$ cat src/hw/exu_pkg.sv
package exu_pkg;

    localparam int xlen       = 64;
    localparam int reg_addr_w = 5;

    typedef enum logic [3:0] {
        add,
        sub,
        sll,
        slt,
        sltu,
        xor_op,
        srl,
        sra,
        or_op,
        and_op,
        pass_b
    } alu_op_e;

    typedef enum logic [1:0] {
        src1_rs1,
        src1_pc,
        src1_zero
    } src1_sel_e;

    typedef enum logic [1:0] {
        src2_rs2,
        src2_imm,
        src2_four
    } src2_sel_e;

    typedef enum logic [2:0] {
        imm_i,
        imm_s,
        imm_b,
        imm_u,
        imm_j
    } imm_sel_e;

    typedef enum logic [3:0] {
        npc_seq,
        npc_jal,
        npc_jalr,
        npc_beq,
        npc_bne,
        npc_blt,
        npc_bge,
        npc_bltu,
        npc_bgeu
    } next_pc_sel_e;

    // major opcodes in instr[6:0]
    localparam logic [6:0] opc_op        = 7'b0110011;
    localparam logic [6:0] opc_op_imm    = 7'b0010011;
    localparam logic [6:0] opc_op_32     = 7'b0111011;
    localparam logic [6:0] opc_op_imm_32 = 7'b0011011;
    localparam logic [6:0] opc_lui       = 7'b0110111;
    localparam logic [6:0] opc_auipc     = 7'b0010111;
    localparam logic [6:0] opc_jal       = 7'b1101111;
    localparam logic [6:0] opc_jalr      = 7'b1100111;
    localparam logic [6:0] opc_branch    = 7'b1100011;

endpackage

$ cat src/hw/exu_ctrl_if.sv
`timescale 1ns/1ps

interface exu_ctrl_if import exu_pkg::*; ();

    logic                  valid;
    logic                  ready;
    logic [xlen-1:0]       pc;
    logic [reg_addr_w-1:0] rs1;
    logic [reg_addr_w-1:0] rs2;
    logic [reg_addr_w-1:0] rd;
    // instr[31:7]
    logic [24:0]           imm_raw;
    imm_sel_e              imm_sel;
    src1_sel_e             src1_sel;
    src2_sel_e             src2_sel;
    alu_op_e               alu_op;
    next_pc_sel_e          next_pc_sel;
    logic                  word;
    logic                  illegal;
    logic                  we;

    modport dec (
        output valid, pc, rs1, rs2, rd, imm_raw, imm_sel, src1_sel, src2_sel,
               alu_op, next_pc_sel, word, illegal, we,
        input  ready
    );

    modport exe (
        input  valid, pc, rs1, rs2, rd, imm_raw, imm_sel, src1_sel, src2_sel,
               alu_op, next_pc_sel, word, illegal, we,
        output ready
    );

endinterface

$ cat src/hw/exu_decoder.sv
`timescale 1ns/1ps

module exu_decoder import exu_pkg::*; (
    input  logic            clk,
    input  logic            rst,
    input  logic            in_valid,
    input  logic [31:0]     in_instr,
    input  logic [xlen-1:0] in_pc,
    output logic            in_ready,
    exu_ctrl_if.dec         ctrl
);

    logic [6:0]   opcode;
    logic [2:0]   funct3;
    logic         alt;
    logic         accept;

    alu_op_e      d_alu_op;
    imm_sel_e     d_imm_sel;
    src1_sel_e    d_src1_sel;
    src2_sel_e    d_src2_sel;
    next_pc_sel_e d_next_pc_sel;
    logic         d_word;
    logic         d_illegal;
    logic         d_we;

    // sub only exists in the register forms
    function automatic alu_op_e funct_to_alu(input logic [2:0] f3, input logic alt_bit,
                                             input logic sub_ok);
        alu_op_e r;
        case (f3)
            3'b000:  r = (alt_bit && sub_ok) ? sub : add;
            3'b001:  r = sll;
            3'b010:  r = slt;
            3'b011:  r = sltu;
            3'b100:  r = xor_op;
            3'b101:  r = alt_bit ? sra : srl;
            3'b110:  r = or_op;
            default: r = and_op;
        endcase
        return r;
    endfunction

    assign opcode = in_instr[6:0];
    assign funct3 = in_instr[14:12];
    assign alt    = in_instr[30];

    always_comb begin
        d_alu_op      = add;
        d_imm_sel     = imm_i;
        d_src1_sel    = src1_rs1;
        d_src2_sel    = src2_rs2;
        d_next_pc_sel = npc_seq;
        d_word        = 1'b0;
        d_illegal     = 1'b0;
        d_we          = 1'b1;
        case (opcode)
            opc_op, opc_op_32: begin
                d_alu_op = funct_to_alu(funct3, alt, 1'b1);
                d_word   = (opcode == opc_op_32);
            end
            opc_op_imm, opc_op_imm_32: begin
                d_alu_op   = funct_to_alu(funct3, alt, 1'b0);
                d_src2_sel = src2_imm;
                d_word     = (opcode == opc_op_imm_32);
            end
            opc_lui: begin
                d_alu_op   = pass_b;
                d_imm_sel  = imm_u;
                d_src1_sel = src1_zero;
                d_src2_sel = src2_imm;
            end
            opc_auipc: begin
                d_imm_sel  = imm_u;
                d_src1_sel = src1_pc;
                d_src2_sel = src2_imm;
            end
            // link value pc + 4 goes through the ALU
            opc_jal: begin
                d_imm_sel     = imm_j;
                d_src1_sel    = src1_pc;
                d_src2_sel    = src2_four;
                d_next_pc_sel = npc_jal;
            end
            opc_jalr: begin
                d_src1_sel    = src1_pc;
                d_src2_sel    = src2_four;
                d_next_pc_sel = npc_jalr;
            end
            opc_branch: begin
                d_imm_sel = imm_b;
                d_we      = 1'b0;
                case (funct3)
                    3'b000:  d_next_pc_sel = npc_beq;
                    3'b001:  d_next_pc_sel = npc_bne;
                    3'b100:  d_next_pc_sel = npc_blt;
                    3'b101:  d_next_pc_sel = npc_bge;
                    3'b110:  d_next_pc_sel = npc_bltu;
                    3'b111:  d_next_pc_sel = npc_bgeu;
                    default: d_next_pc_sel = npc_seq;
                endcase
            end
            default: begin
                d_illegal = 1'b1;
                d_we      = 1'b0;
            end
        endcase
    end

    // decode register empty or moving on this cycle
    assign in_ready = ~ctrl.valid | ctrl.ready;
    assign accept   = in_valid & in_ready;

    always_ff @(posedge clk) begin
        if (rst) begin
            ctrl.valid <= 1'b0;
        end else if (accept) begin
            ctrl.valid <= 1'b1;
        end else if (ctrl.ready) begin
            ctrl.valid <= 1'b0;
        end
    end

    always_ff @(posedge clk) begin
        if (accept) begin
            ctrl.pc          <= in_pc;
            ctrl.rs1         <= in_instr[19:15];
            ctrl.rs2         <= in_instr[24:20];
            ctrl.rd          <= in_instr[11:7];
            ctrl.imm_raw     <= in_instr[31:7];
            ctrl.imm_sel     <= d_imm_sel;
            ctrl.src1_sel    <= d_src1_sel;
            ctrl.src2_sel    <= d_src2_sel;
            ctrl.alu_op      <= d_alu_op;
            ctrl.next_pc_sel <= d_next_pc_sel;
            ctrl.word        <= d_word;
            ctrl.illegal     <= d_illegal;
            ctrl.we          <= d_we;
        end
    end

endmodule

$ cat src/flat_wrapper.sv
// flat-port wrapper written by rule: the top's interface ports become plain ports
module exu_decoder_flat import exu_pkg::*;
  (clk, rst, in_valid, in_instr, in_pc, in_ready, ctrl_valid, ctrl_pc, ctrl_rs1, ctrl_rs2, ctrl_rd, ctrl_imm_raw, ctrl_imm_sel, ctrl_src1_sel, ctrl_src2_sel, ctrl_alu_op, ctrl_next_pc_sel, ctrl_word, ctrl_illegal, ctrl_we, ctrl_ready);
  exu_ctrl_if ctrl_i ();
  input  logic clk;
  input  logic rst;
  input  logic in_valid;
  input  logic [31:0] in_instr;
  input  logic [xlen-1:0] in_pc;
  output logic in_ready;
  output wire logic [$bits(ctrl_i.valid)-1:0] ctrl_valid;
  output wire logic [$bits(ctrl_i.pc)-1:0] ctrl_pc;
  output wire logic [$bits(ctrl_i.rs1)-1:0] ctrl_rs1;
  output wire logic [$bits(ctrl_i.rs2)-1:0] ctrl_rs2;
  output wire logic [$bits(ctrl_i.rd)-1:0] ctrl_rd;
  output wire logic [$bits(ctrl_i.imm_raw)-1:0] ctrl_imm_raw;
  output wire logic [$bits(ctrl_i.imm_sel)-1:0] ctrl_imm_sel;
  output wire logic [$bits(ctrl_i.src1_sel)-1:0] ctrl_src1_sel;
  output wire logic [$bits(ctrl_i.src2_sel)-1:0] ctrl_src2_sel;
  output wire logic [$bits(ctrl_i.alu_op)-1:0] ctrl_alu_op;
  output wire logic [$bits(ctrl_i.next_pc_sel)-1:0] ctrl_next_pc_sel;
  output wire logic [$bits(ctrl_i.word)-1:0] ctrl_word;
  output wire logic [$bits(ctrl_i.illegal)-1:0] ctrl_illegal;
  output wire logic [$bits(ctrl_i.we)-1:0] ctrl_we;
  input wire logic [$bits(ctrl_i.ready)-1:0] ctrl_ready;
  assign ctrl_valid = ctrl_i.valid;
  assign ctrl_pc = ctrl_i.pc;
  assign ctrl_rs1 = ctrl_i.rs1;
  assign ctrl_rs2 = ctrl_i.rs2;
  assign ctrl_rd = ctrl_i.rd;
  assign ctrl_imm_raw = ctrl_i.imm_raw;
  assign ctrl_imm_sel = ctrl_i.imm_sel;
  assign ctrl_src1_sel = ctrl_i.src1_sel;
  assign ctrl_src2_sel = ctrl_i.src2_sel;
  assign ctrl_alu_op = ctrl_i.alu_op;
  assign ctrl_next_pc_sel = ctrl_i.next_pc_sel;
  assign ctrl_word = ctrl_i.word;
  assign ctrl_illegal = ctrl_i.illegal;
  assign ctrl_we = ctrl_i.we;
  assign ctrl_i.ready = ctrl_ready;
  exu_decoder u_core (.clk(clk), .rst(rst), .in_valid(in_valid), .in_instr(in_instr), .in_pc(in_pc), .in_ready(in_ready), .ctrl(ctrl_i));
endmodule
$ cat config.mk
export PLATFORM = sky130hd
export DESIGN_NAME = exu_decoder_flat
export DESIGN_NICKNAME = d
export VERILOG_FILES = /design/src/hw/exu_pkg.sv /design/src/hw/exu_ctrl_if.sv /design/src/hw/exu_decoder.sv /design/src/flat_wrapper.sv
export SDC_FILE = /design/constraint.sdc
export NUM_CORES = 1
export LEC_CHECK = 0
export ABC_CLOCK_PERIOD_IN_PS = 3500
export BUFFER_PORTS_ARGS = -buffer_cell sky130_fd_sc_hd__buf_2
export CORE_ASPECT_RATIO = 1.4
export CORE_MARGIN = 10
export CORE_UTILIZATION = 39
export CTS_CLUSTER_SIZE = 30
export DETAILED_ROUTE_END_ITERATION = 6
export PLACE_DENSITY = 0.76
export RECOVER_POWER = 25
export SYNTH_ARGS = -nofsm -noshare
export SYNTH_HDL_FRONTEND = slang
export SYNTH_SLANG_ARGS = --single-unit
$ cat constraint.sdc
create_clock -name clk -period 3.5 [get_ports clk]
set_input_delay 0.175 -clock clk [delete_from_list [all_inputs] [get_ports clk]]
set_output_delay 0.175 -clock clk [all_outputs]
set_load 0.005 [all_outputs]
Word-level counts from Yosys, hierarchy flattened
Cells that the tools add are included.

Register bits: 123.

Equal/unequal tests: 16. Mux-type cells: 15. Bitwise operators: 3. Reduce and logical (&&, ||, !) cells: 10.

Operators with widths (number): 4-bit one-hot mux with 7 select lines (2); 4-bit one-hot mux with 3 select lines (2); 4-bit one-hot mux with 6 select lines (1); 7-bit by 5-bit equality test with 1-bit output (second input constant) (3); 7-bit by 6-bit equality test with 1-bit output (second input constant) (3); 7-bit equality test (second input constant) (3); 3-bit equality test (second input constant) (4); 3-bit one-hot mux with 3 select lines (1); 9-bit OR reduction (1); 2-bit one-hot mux with 2 select lines (2); 2-bit OR reduction (4); 8-bit OR reduction (1); 3-bit by 2-bit equality test with 1-bit output (second input constant) (2); 1-bit two-way mux (6); 4-bit OR reduction (1); 3-bit by 1-bit equality test with 1-bit output (second input constant) (1); 3-bit zero test (1); 3-bit OR reduction (1); 1-bit one-hot mux with 2 select lines (1); 2-bit nonzero test (1); 1-bit AND (1); 1-bit NOT (1); 1-bit OR (1).

Logic depth before layout (Yosys ltp)
Gate-level depths: netlist of the first run.

Depth in word-level cells: 4. Depth in mapped cells: 5. Depth with buffers taken out: 4.

Least setup slack after synthesis of the first run
Ideal clock, no wire load.

Path kind: register -> register. From: register u_core.ctrl.valid. To: register u_core.ctrl.alu_op[0] (netlist bit), enable pin. Setup time: 0.478 ns. Data arrival time: 2.919 ns. Required time: 3.022 ns. Setup slack: 0.102 ns. Stages on the path, launching flop included: 3. Period minus slack after synthesis: 3.398 ns. Cells stage by stage: dfxtp_1 nand2b_1 and2_1.

Longest elaborated chain between the ends: 3.

Ends and longest elaborated chain: start, declared (line exu_ctrl_if.sv:23) `output valid, pc, rs1, rs2, rd, imm_raw, imm_sel, src1_sel, src2_sel,`; start signal, assigned (line exu_decoder.sv:116) `ctrl.valid <= 1'b0;`; start signal, assigned (line exu_decoder.sv:118) `ctrl.valid <= 1'b1;`; start signal, assigned (line exu_decoder.sv:120) `ctrl.valid <= 1'b0;`; 1-bit NOT (line exu_decoder.sv:111) `assign in_ready = ~ctrl.valid | ctrl.ready;`; 1-bit OR (line exu_decoder.sv:111); via in_ready (line flat_wrapper.sv:10) `output logic in_ready;`; 1-bit AND (line exu_decoder.sv:112) `assign accept = in_valid & in_ready;`; via u_core.accept (line exu_decoder.sv:16) `logic accept;`; end signal, assigned (line exu_decoder.sv:134) `ctrl.alu_op <= d_alu_op;`; end, declared (line exu_ctrl_if.sv:24) `alu_op, next_pc_sel, word, illegal, we,`.

The timed path passes the listed nets, and every way through them passes these cells. A chain may end at the register's enable or synchronous reset.

Worst setup path after layout of the first run
From: register u_core.ctrl.valid. To: register u_core.ctrl.pc[47], enable pin.

Longest elaborated chain between the ends: 3.

Ends and longest elaborated chain: 1-bit NOT (line exu_decoder.sv:111); 1-bit OR (line exu_decoder.sv:111); 1-bit AND (line exu_decoder.sv:112); via u_core.accept (line exu_decoder.sv:16); end signal, assigned (line exu_decoder.sv:126) `ctrl.pc <= in_pc;`; end, declared (line exu_ctrl_if.sv:23).

The timed path passes the listed nets, and every way through them passes these cells.

==> results of run 1 <==
cell usage in the layout, fill, tap and decap left out, types with 4 or more instances in the layout:
master         instances
a21oi_1                8
dlygate4sd3_1         55
buf_2                214
edfxtp_1             107
nand2_1                5
clkbuf_16              9
nand3_1                5
inv_1                  4
nor2_1                13
clkbuf_1               9
nor3_1                 8
what timing repair did:
item                                    in CTS  in global routing
hold endpoints to repair                    32                 23
endpoints found under the setup margin       0                  0
hold buffers                                32                 23
gates resized for setup                      0                  0
registers in the layout, summed over array words and instances (netlist names):
name                     flops
u_core.ctrl.alu_op           4
u_core.ctrl.illegal          1
u_core.ctrl.imm_raw         25
u_core.ctrl.imm_sel          3
u_core.ctrl.next_pc_sel      4
u_core.ctrl.pc              64
u_core.ctrl.src1_sel         2
u_core.ctrl.src2_sel         2
u_core.ctrl.valid            1
u_core.ctrl.we               1
u_core.ctrl.word             1
cells by family after synthesis:
family,count (synthesis),share of synthesized area
DFF,108,0.8692
and+or+nand+nor,43,0.05752
buffers and inverters,24,0.04373
AOI/OAI and AO/OA,16,0.02691
muxes,1,0.002691
stage by stage:
stage	utilization	instances	power [mW]	cell area [um^2]
6_report	0.6032	578	2.766	5674
5_1_grt	0.6032	578	2.880	5674
4_1_cts	0.5799	555	2.786	5455
3_5_place_dp	0.5153	508	1.783	4847
3_3_place_gp	0.5153	508	1.774	4847
2_1_floorplan	-	192	1.639	3720
worst paths after layout:
| check | from | end | slack (ns) |
|---|---|---|---|
| setup / recovery | u_core.ctrl.valid$_SDFFE_PP0P_ | u_core.ctrl.pc[47]$_DFFE_PP_ | 1.67 |
| hold / removal | in_pc[22] | u_core.ctrl.pc[22]$_DFFE_PP_ | 0.01 |
| setup reg to reg | u_core.ctrl.valid$_SDFFE_PP0P_ | u_core.ctrl.pc[47]$_DFFE_PP_ | 1.67 |
| hold reg to reg | u_core.ctrl.valid$_SDFFE_PP0P_ | u_core.ctrl.valid$_SDFFE_PP0P_ | 0.52 |
per-layer routing:
metal / up-vias / share of wire
met3: 19 / 0.099
li1: 1260 / -
met2: 130 / 0.57
met4: 0 / 0.025
met1: 1258 / 0.31
met5: - / 0
cell type report:
type	count	area share
sequential	108	0.5698
timing repair buffer	280	0.2944
multi-input combinational	60	0.05755
clock buffer	9	0.03969
tap	110	0.02426
clock inverter	6	0.01103
inverter	5	0.003308
synth_stat cells:
master	count
a2111oi_2	1
a21oi_1	8
a221o_1	1
a22oi_1	1
and2_1	1
and3_1	1
and3_4	1
buf_12	1
buf_4	15
clkbuf_1	3
dfxtp_1	1
edfxtp_1	107
inv_1	4
inv_2	1
mux2i_1	1
nand2_1	5
nand2b_1	2
nand3_1	5
nand3b_1	1
nor2_1	13
nor2b_1	1
nor3_1	8
nor4_1	3
o21a_1	1
o21ai_0	3
o21ai_1	1
or2_1	1
or3_1	1
report_power, final:
group          switching [mW]  internal, mW
Sequential             0.0188          1.51
Clock                   0.415         0.551
Combinational           0.132         0.140
Total                   0.566          2.20
==> results.md, run 1 <==
* Max-slew headroom at 0.6442
* Max-slew violations at 0
* Die W at 102.5 um
* Crit path max-delay family: simple AND/OR/NAND/NOR gates
* Critical Path Stages at 3
* Worst hold path type: in -> reg
* Hold path cells at 1
* Die H at 135.6 um
* Post-Synthesis Cell Area at 0.003720 mm^2
* Syn_nets at 292
* Post-DP HPWL at 8389 um
* Final Hold Vio Count at 0
* FP Rows at 42
* Initial core utilization at 0.3955
* Clk Latency, worst-skew pair at 0.34 ns
* Clk root buf: clkbuf_16
* Met3 usage in global routing at 0.06333
* Largest net degree at the start of global routing at 43
* Worst Setup Start Kind: register
* Seq/Total Area, Yosys at 0.8692
* Avg Cell Area, Syn at 19.37 um^2
* TritonRoute pass-1 iters at 4
* Die area at 0.01390 mm^2
* Leading area contributor after synthesis: edfxtp_1
* CTS Sinks at 108
* Nets at 564
* Drt total wl at 11010 um
* Final Critical Period at 1.828 ns
* GRT Total Usage at 0.1447
* CP Cell Sequence: nand2b_1 > and2_4 > buf_4
* Vias after detailed routing at 2667
* Yosys cell types at 28
* Layout cells sized above 1 at 0.5021
* I/O pin count at 224
* Fmax achieved at 547.1 MHz
* Num CTS Buffers at 9
* RSZ-0062 raised after global routing: false
* Post-CTS setup buffers at 0
* WP data arrival at 1.80 ns
* Crit path capture type: register
* Fin Hold WS at 0.01183 ns
* GRT met1 Usage at 0.1283
* Vias in the first global route at 2753
* Critical path required time at 3.48 ns
* Ant diodes at 0
* GP Congestion at 0.8415
* Core area at 0.009407 mm^2
* VDD IR-drop max at 0.2271 mV
* Gate Count Post-Synth at 192
* CP bufs+invs at 1
* Maxcap violations at 0
* Via/cell ratio at 4.614
* CTS tree: yes
* PwrDens at 487.5 mW/mm^2
* Yosys top cell area share at 0.8638
* # DRC at 0
* Max clock buf depth at 2
* Endpoints failing setup at 0
* Crit-path slowest cell: buf_4
* Area of the multi-input gates at 326.6 um^2
* Worst R2R Path Depth at 3
* Final ANT Viol Nets at 0
* Initial drt markers at 93
* Total negative slack at 0 ns
* Ranking of synthesized cells by area: edfxtp_1, buf_4, nor2_1, a21oi_1, nor3_1
* Register Area at 0.003233 mm^2
* Met2 Use GR at 0.2688
* FF+latch count, synth at 108
* Leakage at 2.408 nW
* Top Usage Layer GRT: met2
* Setup ws final at 1.672 ns
* H-tree depth at 3
* WL/cell at 19.04 um
* Worst slew pin tran at 0.5337 ns
* Synth Warn # at 0
* Number of fill cells in the layout at 720
* I/O Buffers at 223
* Worst-path clk slew at 0.07 ns
* P&R area growth vs syn at 52.54%
* Total grt overflow at 0
* First-pass GRT wire length at 14790 um
* CP Max Fanout at 42
* Worst slack, placed at 1.633 ns
* Setup Skew at 0.005960 ns
* Peak per-stage delay on the critical path at 0.55 ns
* Fin crit share at 0.5223
* Status: finished, final reports clean
* Initial antenna violation count at 0
* WS Path Type: reg -> reg
No activity file was read; power rests on OpenSTA's default activity.
==> run 2: changes to the inputs <==
ABC_AREA = 1   (was not set)
ABC_CLOCK_PERIOD_IN_PS = 1600   (was 3500)
clock period = 1.6 ns   (was 3.5 ns; I/O delays follow)
==> run 2 against run 1 <==
Effect of this change:
- synthesized area grew 0.44%
- sequential power grew 120%
- first-iteration DRC count is 19% higher
- highest routed layer unchanged
- global-route usage increased by 3.0 points
- sequential share of layout area fell by 3.6 points
==> results.md, run 2 <==
* Most instantiated cells after synthesis: edfxtp_1, nand2_1, inv_1
* Number of standard cells in the final layout excluding fillers at 633 (+9.5%)
* Placed Area at 0.004930 mm^2 (+1.7%)
* Post-DP HPWL at 8676 um (+3.4%)
* Max clock buf depth at 2 (unchanged)
* Fin util at 0.6439 (+0.04070)
* CTS resizes at 0 (unchanged)
* VDD IR-drop max at 0.4513 mV (+99%)
* Maxcap violations at 0 (unchanged)
* Yosys top cell area share at 0.8600 (-0.003761)
* GP Congestion at 0.8721 (+3.6%)
* Drt total wl at 12520 um (+14%)
* CP Cell Sequence: dlygate4sd3_1 > clkbuf_1 > inv_1 > nor2_1 > nand2_1 > nand2_1 > nand2_1 > nand2_1 > nand2_1
* Worst-path clk slew at 0.06 ns (about the same)
* Crit path max-delay family: buffers and inverters
* RSZ-0062 raised after global routing: false
* Fin crit share at 0.8269
* R2R Setup Slk at 0.35 ns (-1.32 ns)
* Vias after detailed routing at 2910 (+9.1%)
* WP data arrival at 1.41 ns (-0.39 ns)
* Clk root buf: clkbuf_16
* Crit-path slowest cell: dlygate4sd3_1
* # DRC at 0 (unchanged)
* Post-Synthesis Cell Area at 0.003736 mm^2 (+0.44%)
* Crit path capture type: register
* Clk Latency, worst-skew pair at 0.34 ns (about the same)
* Ys async rst share at 0 (unchanged)
* Initial antenna violation count at 0 (unchanged)
* Core area at 0.009407 mm^2 (unchanged)
* Die H at 135.8 um (+0.19%)
* Final ANT Viol Nets at 0 (unchanged)
* CP Max Fanout at 8 (-81%)
* Max-slew headroom at 0.7710 (+0.1268)
* Max FFs per register at 64 (unchanged)
* Final non-filler cell area at 0.006057 mm^2 (+6.7%)
* Synth Warn # at 0 (unchanged)
* TritonRoute pass-1 iters at 4 (unchanged)
* Tot Pwr at 5.996 mW (+120%)
* Die area at 0.01395 mm^2 (+0.36%)
* Final Critical Period at 1.323 ns
* Peak per-stage delay on the critical path at 0.52 ns (-0.03 ns)
* Die W at 102.7 um (+0.18%)
* PwrDens at 990.0 mW/mm^2 (+100%)
* First-pass GRT wire length at 18060 um (+22%)
* Status: finished, final reports clean
* Via/cell ratio at 4.597 (-0.37%)
* WL/cell at 19.78 um (+3.9%)
* Total grt overflow at 0 (unchanged)
* Critical Path Stages at 9 (+6)
* CP bufs+invs at 3 (+2)
* Crit path top cell by count: nand2_1
* Initial drt markers at 111 (+19%)
* Placed Cells at 528 (+3.9%)
* Leading area contributor after synthesis: edfxtp_1
* Post-CTS setup buffers at 0 (unchanged)
* Vias in the first global route at 3214 (+17%)
* Nets at 618 (+9.6%)
* Biggest register: u_core.ctrl.pc
* Number of synthesized flops with an enable pin at 107 (unchanged)
* FP Rows at 42 (unchanged)
* FF+latch count, synth at 108 (unchanged)
* WS Path Type: in -> reg
* Initial core utilization at 0.3972 (+0.001729)
* Gate Count Post-Synth at 208 (+8.3%)
* Seq/Total Area, Yosys at 0.8654 (-0.003784)
* Final Hold Vio Count at 0 (unchanged)
* Commonest non-fill, non-tap cell in the layout: buf_2
* Yosys cell types at 18 (-36%)
* Largest regs: u_core.ctrl.pc: 64 flops, u_core.ctrl.imm_raw: 25 flops
* Top FF cell, synth: edfxtp_1
* I/O pin count at 224 (unchanged)
* Hold path cells at 4 (+3)
* Avg Cell Area, Syn at 17.96 um^2 (-7.3%)
* Fmax achieved at 755.9 MHz
* P&R area growth vs syn at 62.12%
* Max-slew violations at 0 (unchanged)
* Critical path required time at 1.69 ns (-1.79 ns)
* Layout cells sized above 1 at 0.4551 (-0.04707)
* H-tree depth at 3 (unchanged)
* Worst R2R Path Depth at 2 (-1)
* CTS Sinks at 108 (unchanged)
* Ranking of synthesized cells by area: edfxtp_1, buf_4, nand2_1, inv_1, nor2_1
* Num CTS Buffers at 9 (unchanged)
* Worst Setup Start Kind: input pin
* Most frequent cells in the layout: buf_2, edfxtp_1, dlygate4sd3_1
* Syn_nets at 308 (+5.5%)
* Largest net degree at the start of global routing at 67 (+56%)
* Ant diodes at 0 (unchanged)
* Count leader, synth: edfxtp_1
* Endpoints failing setup at 0 (unchanged)
* Setup Skew at 0.003871 ns (-0.002089 ns)
* Worst hold path type: in -> reg
* GRT Total Usage at 0.1745 (+0.02977)
* Leakage at 2.686 nW (+12%)
* Worst slew pin tran at 0.3435 ns (-0.1903 ns)
* I/O Buffers at 223 (unchanged)
* CTS tree: yes
* Fin Hold WS at 0.07940 ns (+0.06757 ns)
## run 2: report_power, final
group          total, mW  leakage, nW  switching (mW)  internal [mW]
Sequential          3.35         1.05          0.0506           3.30
Clock               1.97        0.126           0.914           1.06
Combinational      0.675         1.51           0.310          0.365
Total               6.00         2.69            1.27           4.72
## run 2: what timing repair did
| item | 4_1_cts | 5_1_grt |
|---|---|---|
| setup endpoints to repair | 0 | 0 |
| endpoints found under the hold margin | 89 | 0 |
| hold buffers | 89 | 0 |
## run 2: final cells by class
class / count / area (um^2)
fill: 670 / 3349
sequential: 108 / 3234
timing repair buffer: 314 / 2039
multi-input combinational: 65 / 309.0
clock buffer: 12 / 236.5
tap: 110 / 137.6
inverter: 20 / 75.07
clock inverter: 4 / 25.02
## run 2: cells by family after synthesis
| family | share of synthesized area |
|---|---|
| DFF | 0.8654 |
| buffers and inverters | 0.05023 |
| AOI/OAI and AO/OA | 0.01574 |
| and+or+nand+nor | 0.06865 |
## run 2: routing by layer
layer	wire, um	vias up	GRT usage
met5	0	-	0
met4	326	0	0.07862
met3	1028	21	0.05030
met2	7331	147	0.3416
met1	3837	1391	0.1557
li1	-	1351	-
## run 2: metrics by stage
stage | worst slack [ns] | TNS, ns
after floorplan | -0.9389 | -100.46
after global placement | 0.3875 | 0
after detailed placement | 0.3623 | 0
after CTS | 0.3431 | 0
after global routing | 0.1913 | 0
final | 0.2770 | 0
## run 2: path summary, 6_finish.rpt
path / startpoint / end
min reg2reg: u_core.ctrl.valid$_SDFFE_PP0P_ / u_core.ctrl.valid$_SDFFE_PP0P_
max reg2reg: u_core.ctrl.valid$_SDFFE_PP0P_ / u_core.ctrl.imm_raw[15]$_DFFE_PP_
min: ctrl_ready / u_core.ctrl.valid$_SDFFE_PP0P_
max: in_instr[12] / u_core.ctrl.alu_op[0]$_DFFE_PP_
## run 2: worst reg2reg max path, cell delays in order, from the launching register on
cell and delay [ns]:
dfxtp_2 0.34, a21oi_4 0.21, buf_12 0.32
